<file path="src/cplx_exec_pkg.sv">
package cplx_exec_pkg;

  // datapath defaults, top level overrides data width
  parameter int DATA_W = 32;     // operand width
  parameter int TAG_W  = 6;      // rob tag width

  // start to done, in cycles
  parameter int MUL_LAT = 2;     // multiply lanes
  parameter int DIV_LAT = 4;     // divide, longest op
  parameter int SYS_LAT = 1;     // syscall only raises the flag

  // complex alu opcodes, _h divide codes return the remainder
  typedef enum logic [3:0] {
    mult_l  = 4'h0,              // signed product, low half
    mult_h  = 4'h1,              // signed product, high half
    multu_l = 4'h2,              // unsigned product, low half
    multu_h = 4'h3,              // unsigned product, high half
    div_l   = 4'h4,              // signed quotient
    div_h   = 4'h5,              // signed remainder
    divu_l  = 4'h6,              // unsigned quotient
    divu_h  = 4'h7,              // unsigned remainder
    syscall = 4'h8               // trap to the os
  } alu_op_e;

  // execution flags returned with every result
  typedef struct packed {
    logic executed;              // arithmetic op completed
    logic exception;             // syscall seen
    logic div_zero;              // divisor was zero
  } exec_flags_t;

  // one instruction from the issue queue
  typedef struct packed {
    logic [TAG_W-1:0]  tag;      // rob slot
    alu_op_e           op;       // what to do
    logic [DATA_W-1:0] src1;     // dividend / multiplicand
    logic [DATA_W-1:0] src2;     // divisor / multiplier
  } issue_pkt_t;

  // one result toward the register file
  typedef struct packed {
    logic [TAG_W-1:0]  tag;      // same tag as issued
    logic [DATA_W-1:0] result;   // selected half / quotient / remainder
    exec_flags_t       flags;    // status bits
  } wb_pkt_t;

endpackage

</file>
<file path="src/issue_router.sv">
`timescale 1ns/1ps

module issue_router #(
  parameter int num_lanes_p = 3
) (
  input  logic                      clk,
  input  logic                      reset_i,
  input  logic                      issue_valid_i,   // strobe from issue queue
  input  cplx_exec_pkg::issue_pkt_t issue_pkt_i,
  input  logic [num_lanes_p-1:0]    lane_busy_i,     // one per lane
  output logic                      issue_ready_o,   // some lane is free
  output logic [num_lanes_p-1:0]    start_o,         // one-hot lane start
  output cplx_exec_pkg::issue_pkt_t lane_pkt_o       // shared by all lanes
);

  logic [num_lanes_p-1:0]    claimed_r;    // picked last edge, busy not up yet
  logic [num_lanes_p-1:0]    free;         // neither busy nor claimed
  logic [num_lanes_p-1:0]    pick_oh;      // lowest free lane
  logic                      accept;       // strobe taken this edge
  cplx_exec_pkg::issue_pkt_t lane_pkt_r;

  assign free          = ~(lane_busy_i | claimed_r);
  assign issue_ready_o = |free;
  assign accept        = issue_valid_i && issue_ready_o;

  // priority pick, lane 0 wins
  always_comb begin : lowest_free
    logic found;
    found   = 1'b0;
    pick_oh = '0;
    for (int i = 0; i < num_lanes_p; i++) begin
      if (!found && free[i]) begin
        pick_oh[i] = 1'b1;
        found      = 1'b1;
      end
    end
  end

  // claim is one cycle long, busy covers the lane after that
  always_ff @(posedge clk) begin
    if (reset_i) begin
      claimed_r <= '0;
    end else begin
      claimed_r <= accept ? pick_oh : '0;
    end
  end

  // packet register, valid alongside start
  always_ff @(posedge clk) begin
    if (accept) begin
      lane_pkt_r <= issue_pkt_i;
    end
  end

  assign start_o    = claimed_r;     // start pulse is the claim itself
  assign lane_pkt_o = lane_pkt_r;

  // at most one lane started per cycle
  a_start_onehot: assert property (@(posedge clk) disable iff (reset_i) $onehot0(start_o));
  // issue queue must respect ready
  a_no_strobe_full: assert property (@(posedge clk) disable iff (reset_i)
                                     issue_valid_i |-> issue_ready_o);

endmodule

</file>
<file path="config.mk">
export PLATFORM = sky130hd
export DESIGN_NAME = issue_router
export DESIGN_NICKNAME = d
export VERILOG_FILES = /design/src/cplx_exec_pkg.sv /design/src/issue_router.sv
export SDC_FILE = /design/constraint.sdc
export NUM_CORES = 1
export LEC_CHECK = 0
export BUFFER_PORTS_ARGS = -buffer_cell sky130_fd_sc_hd__buf_4
export CAP_MARGIN = 20
export CORE_MARGIN = 1.5
export CORE_UTILIZATION = 44
export DETAILED_ROUTE_END_ITERATION = 6
export PLACE_DENSITY = 0.93
export SYNTH_ARGS = -nofsm -noshare
export SYNTH_HDL_FRONTEND = slang
export SYNTH_SLANG_ARGS = --single-unit
</file>
<file path="constraint.sdc">
create_clock -name clk -period 5.66 [get_ports clk]
set_input_delay 0.849 -clock clk [delete_from_list [all_inputs] [get_ports clk]]
set_output_delay 0.849 -clock clk [all_outputs]
set_load 0.03 [all_outputs]
</file>
==> flow_summary.ini <==
[drt]
viasPerCell = 4.50
wl_met3_um = 686
met1_length_um = 1810
ant_nets = 0
wl_per_cell_um = 17.1
routed_wl_um = 5620
drc = 0
drtIter0Drc = 38
wl_met2_um = 3070
drt_pass1_iterations = 4
vias = 1479
highest_layer = met4

[layout]
register_area_um2 = 2280
area_growth_pct = 63.3
diodes = 0
drive_gt1_share_pct = 66.0
fin_area_um2 = 3810
nNetsFinal = 334
multi_input_area_um2 = 61.3
fill_cells = 303

[clocking]
cts_setup_buffers = 0
clkTransAtPathRegs_ns = 0.07
cts-resized-gates = 0
cts_made_buffers = 9
cts_root_buf = clkbuf_8
clock_path_buffers = 2
cts_hold_buf = 0
cts_tree = yes
cts_sinks = 77
cts.htree.levels = 3
clock_latency_ns = 0.33

[setup_path]
r2r_cells = 2
cp_top_family = simple AND/OR/NAND/NOR gates
cp.required_ns = 4.81
startpoint_type = input pin
slowest_stage = or3_1
regToRegStartpoint = start_o[0]
critPathCaptureType = primary output
crit_buf_inv = 2
crit_top_cell = buf_4
slowest_delay_ns = 0.39
path_cells = buf_4, nor2_1, or3_1, buf_4
arrival_ns = 1.56
reg2reg_slack_ns = 3.88
worst-path-max-fanout = 3
worstReg2RegEnd = lane_pkt_o[61]
critPathKind = in2out

[sta]
worst_slack_ns = 3.26
min_period_ns = 2.40
finalCritPeriodShare_pct = 42.5
max_freq_mhz = 416
worst_slew_pin_slew_ns = 0.904
setup_viol = 0
skew_ns = 0.0103
maxSlewViolCount = 0
rsz0062_at_grt = no
relSlewSlack_pct = 39.7
hold_viol_final = 0
setup_tns_ns = 0

[yosys]
seq_area_frac_synth_pct = 97.7
syn_area_um2 = 2340
syn_inst = 86
yosysWarnings = 0
synth_ff_type = edfxtp_1
netlist.area_leader.share_pct = 95.1
synth_cell_types = 9
avgSynthCellArea_um2 = 27.2
yosysMostFrequentCell = edfxtp_1
synth_top_cells_by_area = edfxtp_1 (95%), dfxtp_1 (2.6%), nor2_1 (0.48%), o31a_2 (0.43%), nor4b_1 (0.37%)
synthTopCellsByCount = edfxtp_1 (74), dfxtp_1 (3), nor2_1 (3)
synth_edf_count = 74
synth_seq_cells = 77
synthesis.nets = 166
async_reset_ff_share_pct = 0
yosysTopAreaCell = edfxtp_1

[floorplanning]
start_util_pct = 45.7
rows = 26
core_um2 = 5110
die-height_um = 75.9
die_x_um = 75.9
die-area_um2 = 5760
io_pins = 158

[outcome]
status = finished, final reports clean

[power_and_ir_drop]
p_leak_nw = 1.62
finalPower_mw = 1.28
peakVddDrop_mv = 0.206
power_density_nw_per_um2 = 335

[placement]
dp_worst_setup_slack_ns = 3.26
place_area_um2 = 3610
io_buffers = 157
gp_congestion = 0.729

[worst_hold_path]
whs_endpoint = start_o[0]
hold_path.startpoint = start_o[0]
hold_class = reg2reg
holdPathStages = 1

[grt]
grt_usage_pct = 19.2
grt_overflow = 0
first_global_vias = 1483
grt_pass1_wl_um = 7490
antenna_found_initial = 0
grt_max_degree = 75

[run]
drv_cap = 0
[area by class of cell]
type	count	area share (%)
Clock buffer	10	3.35
Tap cell	70	2.30
Multi-Input combinational cell	9	1.61
Timing Repair Buffer	157	30.9
Sequential cell	77	59.8
Clock inverter	6	2.03
[routing by layer]
metal / vias up / GRT usage (%)
met1: 699 / 18.8
met3: 3 / 11.1
li1: 681 / -
met5: - / 0
met4: 0 / 6.55
met2: 96 / 33.5
[worst max-delay path by stage]
stage / start / to / slack [ns] / cells past startpoint
after floorplan: lane_busy_i[0] / lane_pkt_o[0] / 3.20 / 2
after global placement: lane_busy_i[1] / issue_ready_o / 3.28 / 4
after detailed placement: lane_busy_i[1] / issue_ready_o / 3.26 / 4
after CTS: lane_busy_i[1] / issue_ready_o / 3.25 / 4
after global routing: lane_busy_i[1] / issue_ready_o / 3.22 / 4
final: lane_busy_i[1] / issue_ready_o / 3.26 / 4
[power by group]
group          total [mW]  switching (mW)  internal [mW]
registers           0.674         0.00932          0.665
clock network       0.429           0.185          0.244
logic               0.175           0.102         0.0740
[cell usage in the layout (no fill, tap or decap)]
cell type	count
buf_4	157
edfxtp_1	74
clkbuf_8	9
nor2_1	3
dfxtp_1	3
clkinv_1	2
clkinv_2	2
bufinv_16	2
or3_1	1
o31a_4	1
nand2b_1	1
nor4_1	1
nor3_1	1
nor4b_1	1
clkbuf_1	1
[registers in the layout (all words and copies together), names as in the netlist]
signal	flops
start_o	3
lane_pkt_o	74
[cells by family after synthesis]
kind of cell	synth area share, %
flops	97.7
compound gates	0.429
simple gates	1.88
[worst register-to-register path, delay by kind of cell (launching register included)]
family          cells  cell delay [ns]
compound gates      1             0.78
flops               1             0.34
simple gates        1             0.26
[metrics by stage]
step                util, %  instances  hold slack [ns]
floorplan                 -         86            0.633
global route           74.7        329            0.500
CTS                    74.7        329            0.483
finish                 74.7        329            0.487
global placement       70.7        313            0.433
detailed placement     70.7        313            0.448
(Power assumes the default switching activity.)
