## config.mk

```make
export PLATFORM = sky130hd
export DESIGN_NAME = writeback_arbiter
export DESIGN_NICKNAME = d
export VERILOG_FILES = /design/src/cplx_exec_pkg.sv /design/src/writeback_arbiter.sv
export SDC_FILE = /design/constraint.sdc
export NUM_CORES = 1
export LEC_CHECK = 0
export ABC_CLOCK_PERIOD_IN_PS = 3100
export BUFFER_PORTS_ARGS = -buffer_cell sky130_fd_sc_hd__buf_2
export CAP_MARGIN = 20
export CORE_AREA = 2 2 80 97
export CTS_CLUSTER_SIZE = 16
export DETAILED_ROUTE_END_ITERATION = 6
export DIE_AREA = 0 0 82 99
export GPL_TIMING_DRIVEN = 0
export PLACE_DENSITY = 0.86
export REMOVE_ABC_BUFFERS = 1
export SYNTH_ARGS = -nofsm -noshare
export SYNTH_HDL_FRONTEND = slang
export SYNTH_SLANG_ARGS = --single-unit
```

## constraint.sdc

```tcl
create_clock -name clk -period 3.1 [get_ports clk]
set_input_delay 0.31 -clock clk [delete_from_list [all_inputs] [get_ports clk]]
set_output_delay 0.31 -clock clk [all_outputs]
set_load 0.01 [all_outputs]
```

## src/cplx_exec_pkg.sv

```systemverilog
package cplx_exec_pkg;

  // datapath defaults, top level overrides data width
  parameter int DATA_W = 32;     // operand width
  parameter int TAG_W  = 6;      // rob tag width

  // start to done, in cycles
  parameter int MUL_LAT = 2;     // multiply lanes
  parameter int DIV_LAT = 4;     // divide, longest op
  parameter int SYS_LAT = 1;     // syscall only raises the flag

  // complex alu opcodes, _h divide codes return the remainder
  typedef enum logic [3:0] {
    mult_l  = 4'h0,              // signed product, low half
    mult_h  = 4'h1,              // signed product, high half
    multu_l = 4'h2,              // unsigned product, low half
    multu_h = 4'h3,              // unsigned product, high half
    div_l   = 4'h4,              // signed quotient
    div_h   = 4'h5,              // signed remainder
    divu_l  = 4'h6,              // unsigned quotient
    divu_h  = 4'h7,              // unsigned remainder
    syscall = 4'h8               // trap to the os
  } alu_op_e;

  // execution flags returned with every result
  typedef struct packed {
    logic executed;              // arithmetic op completed
    logic exception;             // syscall seen
    logic div_zero;              // divisor was zero
  } exec_flags_t;

  // one instruction from the issue queue
  typedef struct packed {
    logic [TAG_W-1:0]  tag;      // rob slot
    alu_op_e           op;       // what to do
    logic [DATA_W-1:0] src1;     // dividend / multiplicand
    logic [DATA_W-1:0] src2;     // divisor / multiplier
  } issue_pkt_t;

  // one result toward the register file
  typedef struct packed {
    logic [TAG_W-1:0]  tag;      // same tag as issued
    logic [DATA_W-1:0] result;   // selected half / quotient / remainder
    exec_flags_t       flags;    // status bits
  } wb_pkt_t;

endpackage

```

## src/writeback_arbiter.sv

```systemverilog
`timescale 1ns/1ps

module writeback_arbiter #(
  parameter int num_lanes_p = 3
) (
  input  logic                                       clk,
  input  logic                                       reset_i,
  input  logic [num_lanes_p-1:0]                     done_i,     // finished lanes
  input  cplx_exec_pkg::wb_pkt_t [num_lanes_p-1:0]   lane_wb_i,  // held while done
  output logic [num_lanes_p-1:0]                     grant_o,    // one cycle pulse
  output logic                                       wb_valid_o, // strobe
  output cplx_exec_pkg::wb_pkt_t                     wb_pkt_o
);

  localparam int ptr_w_lp = (num_lanes_p > 1) ? $clog2(num_lanes_p) : 1;
  localparam logic [ptr_w_lp-1:0] last_lp = ptr_w_lp'(num_lanes_p - 1);

  logic [ptr_w_lp-1:0]    next_r;      // search starts here
  logic [ptr_w_lp-1:0]    sel;         // granted lane index
  logic                   any_grant;
  logic                   wb_valid_r;
  cplx_exec_pkg::wb_pkt_t wb_pkt_r;

  // rotate from next_r, first done lane wins
  always_comb begin : rr_pick
    int idx;
    logic found;
    found   = 1'b0;
    grant_o = '0;
    sel     = '0;
    for (int i = 0; i < num_lanes_p; i++) begin
      idx = int'(next_r) + i;
      if (idx >= num_lanes_p) idx = idx - num_lanes_p;   // wrap
      if (!found && done_i[idx]) begin
        found        = 1'b1;
        grant_o[idx] = 1'b1;
        sel          = ptr_w_lp'(idx);
      end
    end
  end

  assign any_grant = |grant_o;

  always_ff @(posedge clk) begin
    if (reset_i) begin
      next_r     <= '0;                 // lane 0 first after reset
      wb_valid_r <= 1'b0;
    end else begin
      wb_valid_r <= any_grant;          // one cycle after grant
      if (any_grant) begin
        next_r <= (sel == last_lp) ? '0 : sel + ptr_w_lp'(1);
      end
    end
  end

  // output payload, meaningful only with wb_valid_o
  always_ff @(posedge clk) begin
    if (any_grant) begin
      wb_pkt_r <= lane_wb_i[sel];
    end
  end

  assign wb_valid_o = wb_valid_r;
  assign wb_pkt_o   = wb_pkt_r;

  // single writeback port, one winner
  a_grant_onehot: assert property (@(posedge clk) disable iff (reset_i) $onehot0(grant_o));
  // never grant an idle lane
  a_grant_subset: assert property (@(posedge clk) disable iff (reset_i)
                                   (grant_o & ~done_i) == '0);

endmodule
```

==> impl_results.md <==
* FMAX at about 350 MHz
* Final std cell area, no fill at ~0.0038 mm2
* Post-CTS clock slew at the launch and capture registers of the worst setup and hold paths at around 0.090 ns
* Post-route minimum period at between 2 and 3 ns
* Initial standard-cell utilization of the core at ~38%
* Count of inserted antenna diode cells at 0
* Cell accounting for the most synthesized area: sky130_fd_sc_hd__edfxtp_1
* Final hold viol count at 0
* Area Growth Syn to Fin at 39.6%
* Worst-Margin Slew at 0.748 ns
* Drt first pass iters at 4
* Number of global-route vias before repair at roughly 2400
* TritonCTS clock tree: done
* Total number of vias at 2337
* Leak at around 0.0017 uW
* Total CTS buffers at 5
* Number of library cell types mapped by synthesis at 36
* FF-to-FF path depth at 9
* Mapped Avg Cell Area at 13.4 um2
* Yosys warning count at 0
* Number of nets at the end of the flow at between 500 and 600
* Detailed-route DRC error count at 0
* RSZ-0062 raised after global routing: no
* Height of the die at 99 um
* Largest vdd supply drop at about 0.53 mV
* Global routing usage summed across all routing layers at 18.4%
* Prevailing post-synth register cell: sky130_fd_sc_hd__edfxtp_1
* Final-layout worst hold slack at 0.212 ns
* Placed Instances at ~450
* PortBufs at between 150 and 200
* Most used standard cells in the synthesized netlist: sky130_fd_sc_hd__mux2i_1, sky130_fd_sc_hd__edfxtp_1, sky130_fd_sc_hd__o2bb2ai_1, sky130_fd_sc_hd__o2bb2ai_2, sky130_fd_sc_hd__buf_6
* Detail-routed net length per standard cell at between 15 and 20 um
* Number of synthesized register bits at 44
* Vias per cell at between 5 and 6
* Ratio of cells with drive above 1 in the final layout at 55.2%
* Cell area after synthesis at around 0.0027 mm2
* Core ar. at 0.00715 mm2
* Number of setup violations in the final report at 0
* Cell chosen for the clock root: sky130_fd_sc_hd__clkbuf_8
* Number of levels in the clock H-tree at 2
* Hold/Removal Path Class: in2reg
* Critical path required time at roughly 3.1 ns
* Final Wtd Congestion at between 0.7 and 0.8
* Max clock buf depth at 2
* Mapped Cells at 202
* Number of enable-type register cells in the synthesized netlist at 41
* Hold buffer count at CTS at 0
* Area share of the largest cell type after synthesis at roughly 45%
* Final wirelength at 7.66 mm
* Number of sinks handled by clock tree synthesis at 44
* Post-layout util at a little over half
* Critical Path AT at 2.88 ns
* Critical path fanouts, max at 24
* Horizontal die dimension at around 82 um
* Outcome: complete, no violations
* Max-cap viol count at 0
* Post-Route Skew at around 0.0086 ns
* Register area share after synthesis at around 48%
* Leading cell type by number of instances after synthesis: sky130_fd_sc_hd__mux2i_1
* Post-route clock period utilization at around nine tenths
* Fraction of registers with async set/reset at 0%
* Worst slew margin at between 50% and 60%
* Residual overflow from global routing at 0
* Wire length of the first global-routing pass at 11.2 mm
* Ranking of synthesized cells by area: sky130_fd_sc_hd__edfxtp_1, sky130_fd_sc_hd__mux2i_1, sky130_fd_sc_hd__o2bb2ai_1
* FP Rows at 34
* Hold Crit Depth at 2
* Count of final max-slew check failures at 0
* Power density over cell area at roughly 1100 mW/mm2
* Number of antenna violations at the first check in global routing at 0
* Initial DRC count at 63
* Critical path type: reg2reg
* Floorplan die area at between 0.008 and 0.009 mm2
* Post-place instance area at roughly 0.0036 mm2
* Clk_lat worst skew at between 0.2 and 0.3 ns
* Antenna-violating nets left at 0
* Maximum number of pins on one net before global-route repair at 37
* Ports placed on the boundary at 173
* Detailed placement HPWL at 5.74 mm
* Type of element launching the critical path: flip-flop
* Post-Layout Cell Count at 463
* Type of destination of the critical path: flip-flop
-- cell usage in the layout, fill, tap and decap left out, types with 3 or more instances in the layout --
cell type / n
sky130_fd_sc_hd__dfxtp_1: 3
sky130_fd_sc_hd__nand2b_1: 4
sky130_fd_sc_hd__buf_2: 172
sky130_fd_sc_hd__edfxtp_1: 41
sky130_fd_sc_hd__o21ai_4: 3
sky130_fd_sc_hd__o21ai_2: 3
sky130_fd_sc_hd__mux2i_1: 45
sky130_fd_sc_hd__ha_1: 3
sky130_fd_sc_hd__clkbuf_8: 5
sky130_fd_sc_hd__nand3_1: 3
sky130_fd_sc_hd__o2bb2ai_1: 31
sky130_fd_sc_hd__o2bb2ai_2: 10
sky130_fd_sc_hd__o21ai_0: 3
sky130_fd_sc_hd__nor2b_1: 4
sky130_fd_sc_hd__inv_1: 6
sky130_fd_sc_hd__buf_12: 3
-- cells by family after synthesis --
family | Yosys count | share of synthesized area (%)
buffers and inverters | 23 | 6.84
flip-flops | 44 | 47.7
multiplexers | 45 | 16.6
adder cells (fa/ha/maj) | 4 | 1.85
AND/OR/NAND/NOR | 25 | 6.05
AO/OA/AOI/OAI | 61 | 20.9
-- critical path, stage by stage, from the launching register on --
cell and delay, ns:
sky130_fd_sc_hd__dfxtp_1 0.40, sky130_fd_sc_hd__inv_1 0.09, sky130_fd_sc_hd__ha_2 0.37, sky130_fd_sc_hd__nor3b_4 0.24, sky130_fd_sc_hd__and2_1 0.17, sky130_fd_sc_hd__o21ai_2 0.11
sky130_fd_sc_hd__o21ai_4 0.50, sky130_fd_sc_hd__buf_12 0.27, sky130_fd_sc_hd__mux2i_1 0.30, sky130_fd_sc_hd__o2bb2ai_1 0.12
-- stage by stage --
stage / worst slack, ns / power [uW] / setup TNS (ns)
after floorplan: -1.44 / 2720 / -61.13
after global placement: -2.89 / 3160 / -153.68
after detailed placement: -0.0139 / 3570 / -0.0139
after CTS: 0.0139 / 4080 / 0
after global routing: 0.0819 / 4340 / 0
final: 0.251 / 4050 / 0
-- worst paths after layout --
kind / start / end / slack [ns]
worst max register to register: next_r[0] / wb_pkt_o[14] / 0.25
worst max-delay path: next_r[0] / wb_pkt_o[14] / 0.25
worst min register to register: next_r[1] / next_r[1] / 0.53
worst min-delay path: reset_i / wb_valid_o / 0.21
-- cell type report --
type | count | area, um2
Clock buffer | 6 | 72.6
Clock inverter | 2 | 35.0
Fill cell | 645 | 3370
Inverter | 7 | 26.3
Multi-Input combinational cell | 137 | 1290
Sequential cell | 44 | 1290
Tap cell | 90 | 113
Timing Repair Buffer | 177 | 956
-- power breakdown --
part,internal [uW],switching [uW]
registers,1200,88.4
logic,949,1380
clock network,239,191
total,2390,1650
-- per-layer routing --
| metal | track usage, % | vias to the layer above | routed length [um] |
|---|---|---|---|
| li1 | - | 1147 | - |
| met3 | 5.49 | 8 | 691 |
| met5 | 0 | - | 0 |
| met4 | 4.87 | 0 | 80 |
| met1 | 19.3 | 1079 | 2880 |
| met2 | 34.5 | 103 | 4010 |
-- timing repair --
item | in CTS | in global routing
endpoints found under the hold margin | 0 | 0
gates resized for setup | 0 | 3
setup endpoints to repair | 17 | 67
pin swaps | 2 | 1
setup buffers | 0 | 1
cloned | 2 | 0
-- sequential cells by signal (all words and copies together), names as in the netlist --
signal and cells:
next_r 2, wb_pkt_o 41, wb_valid_o 1
Power figures use the tool's default switching activity.
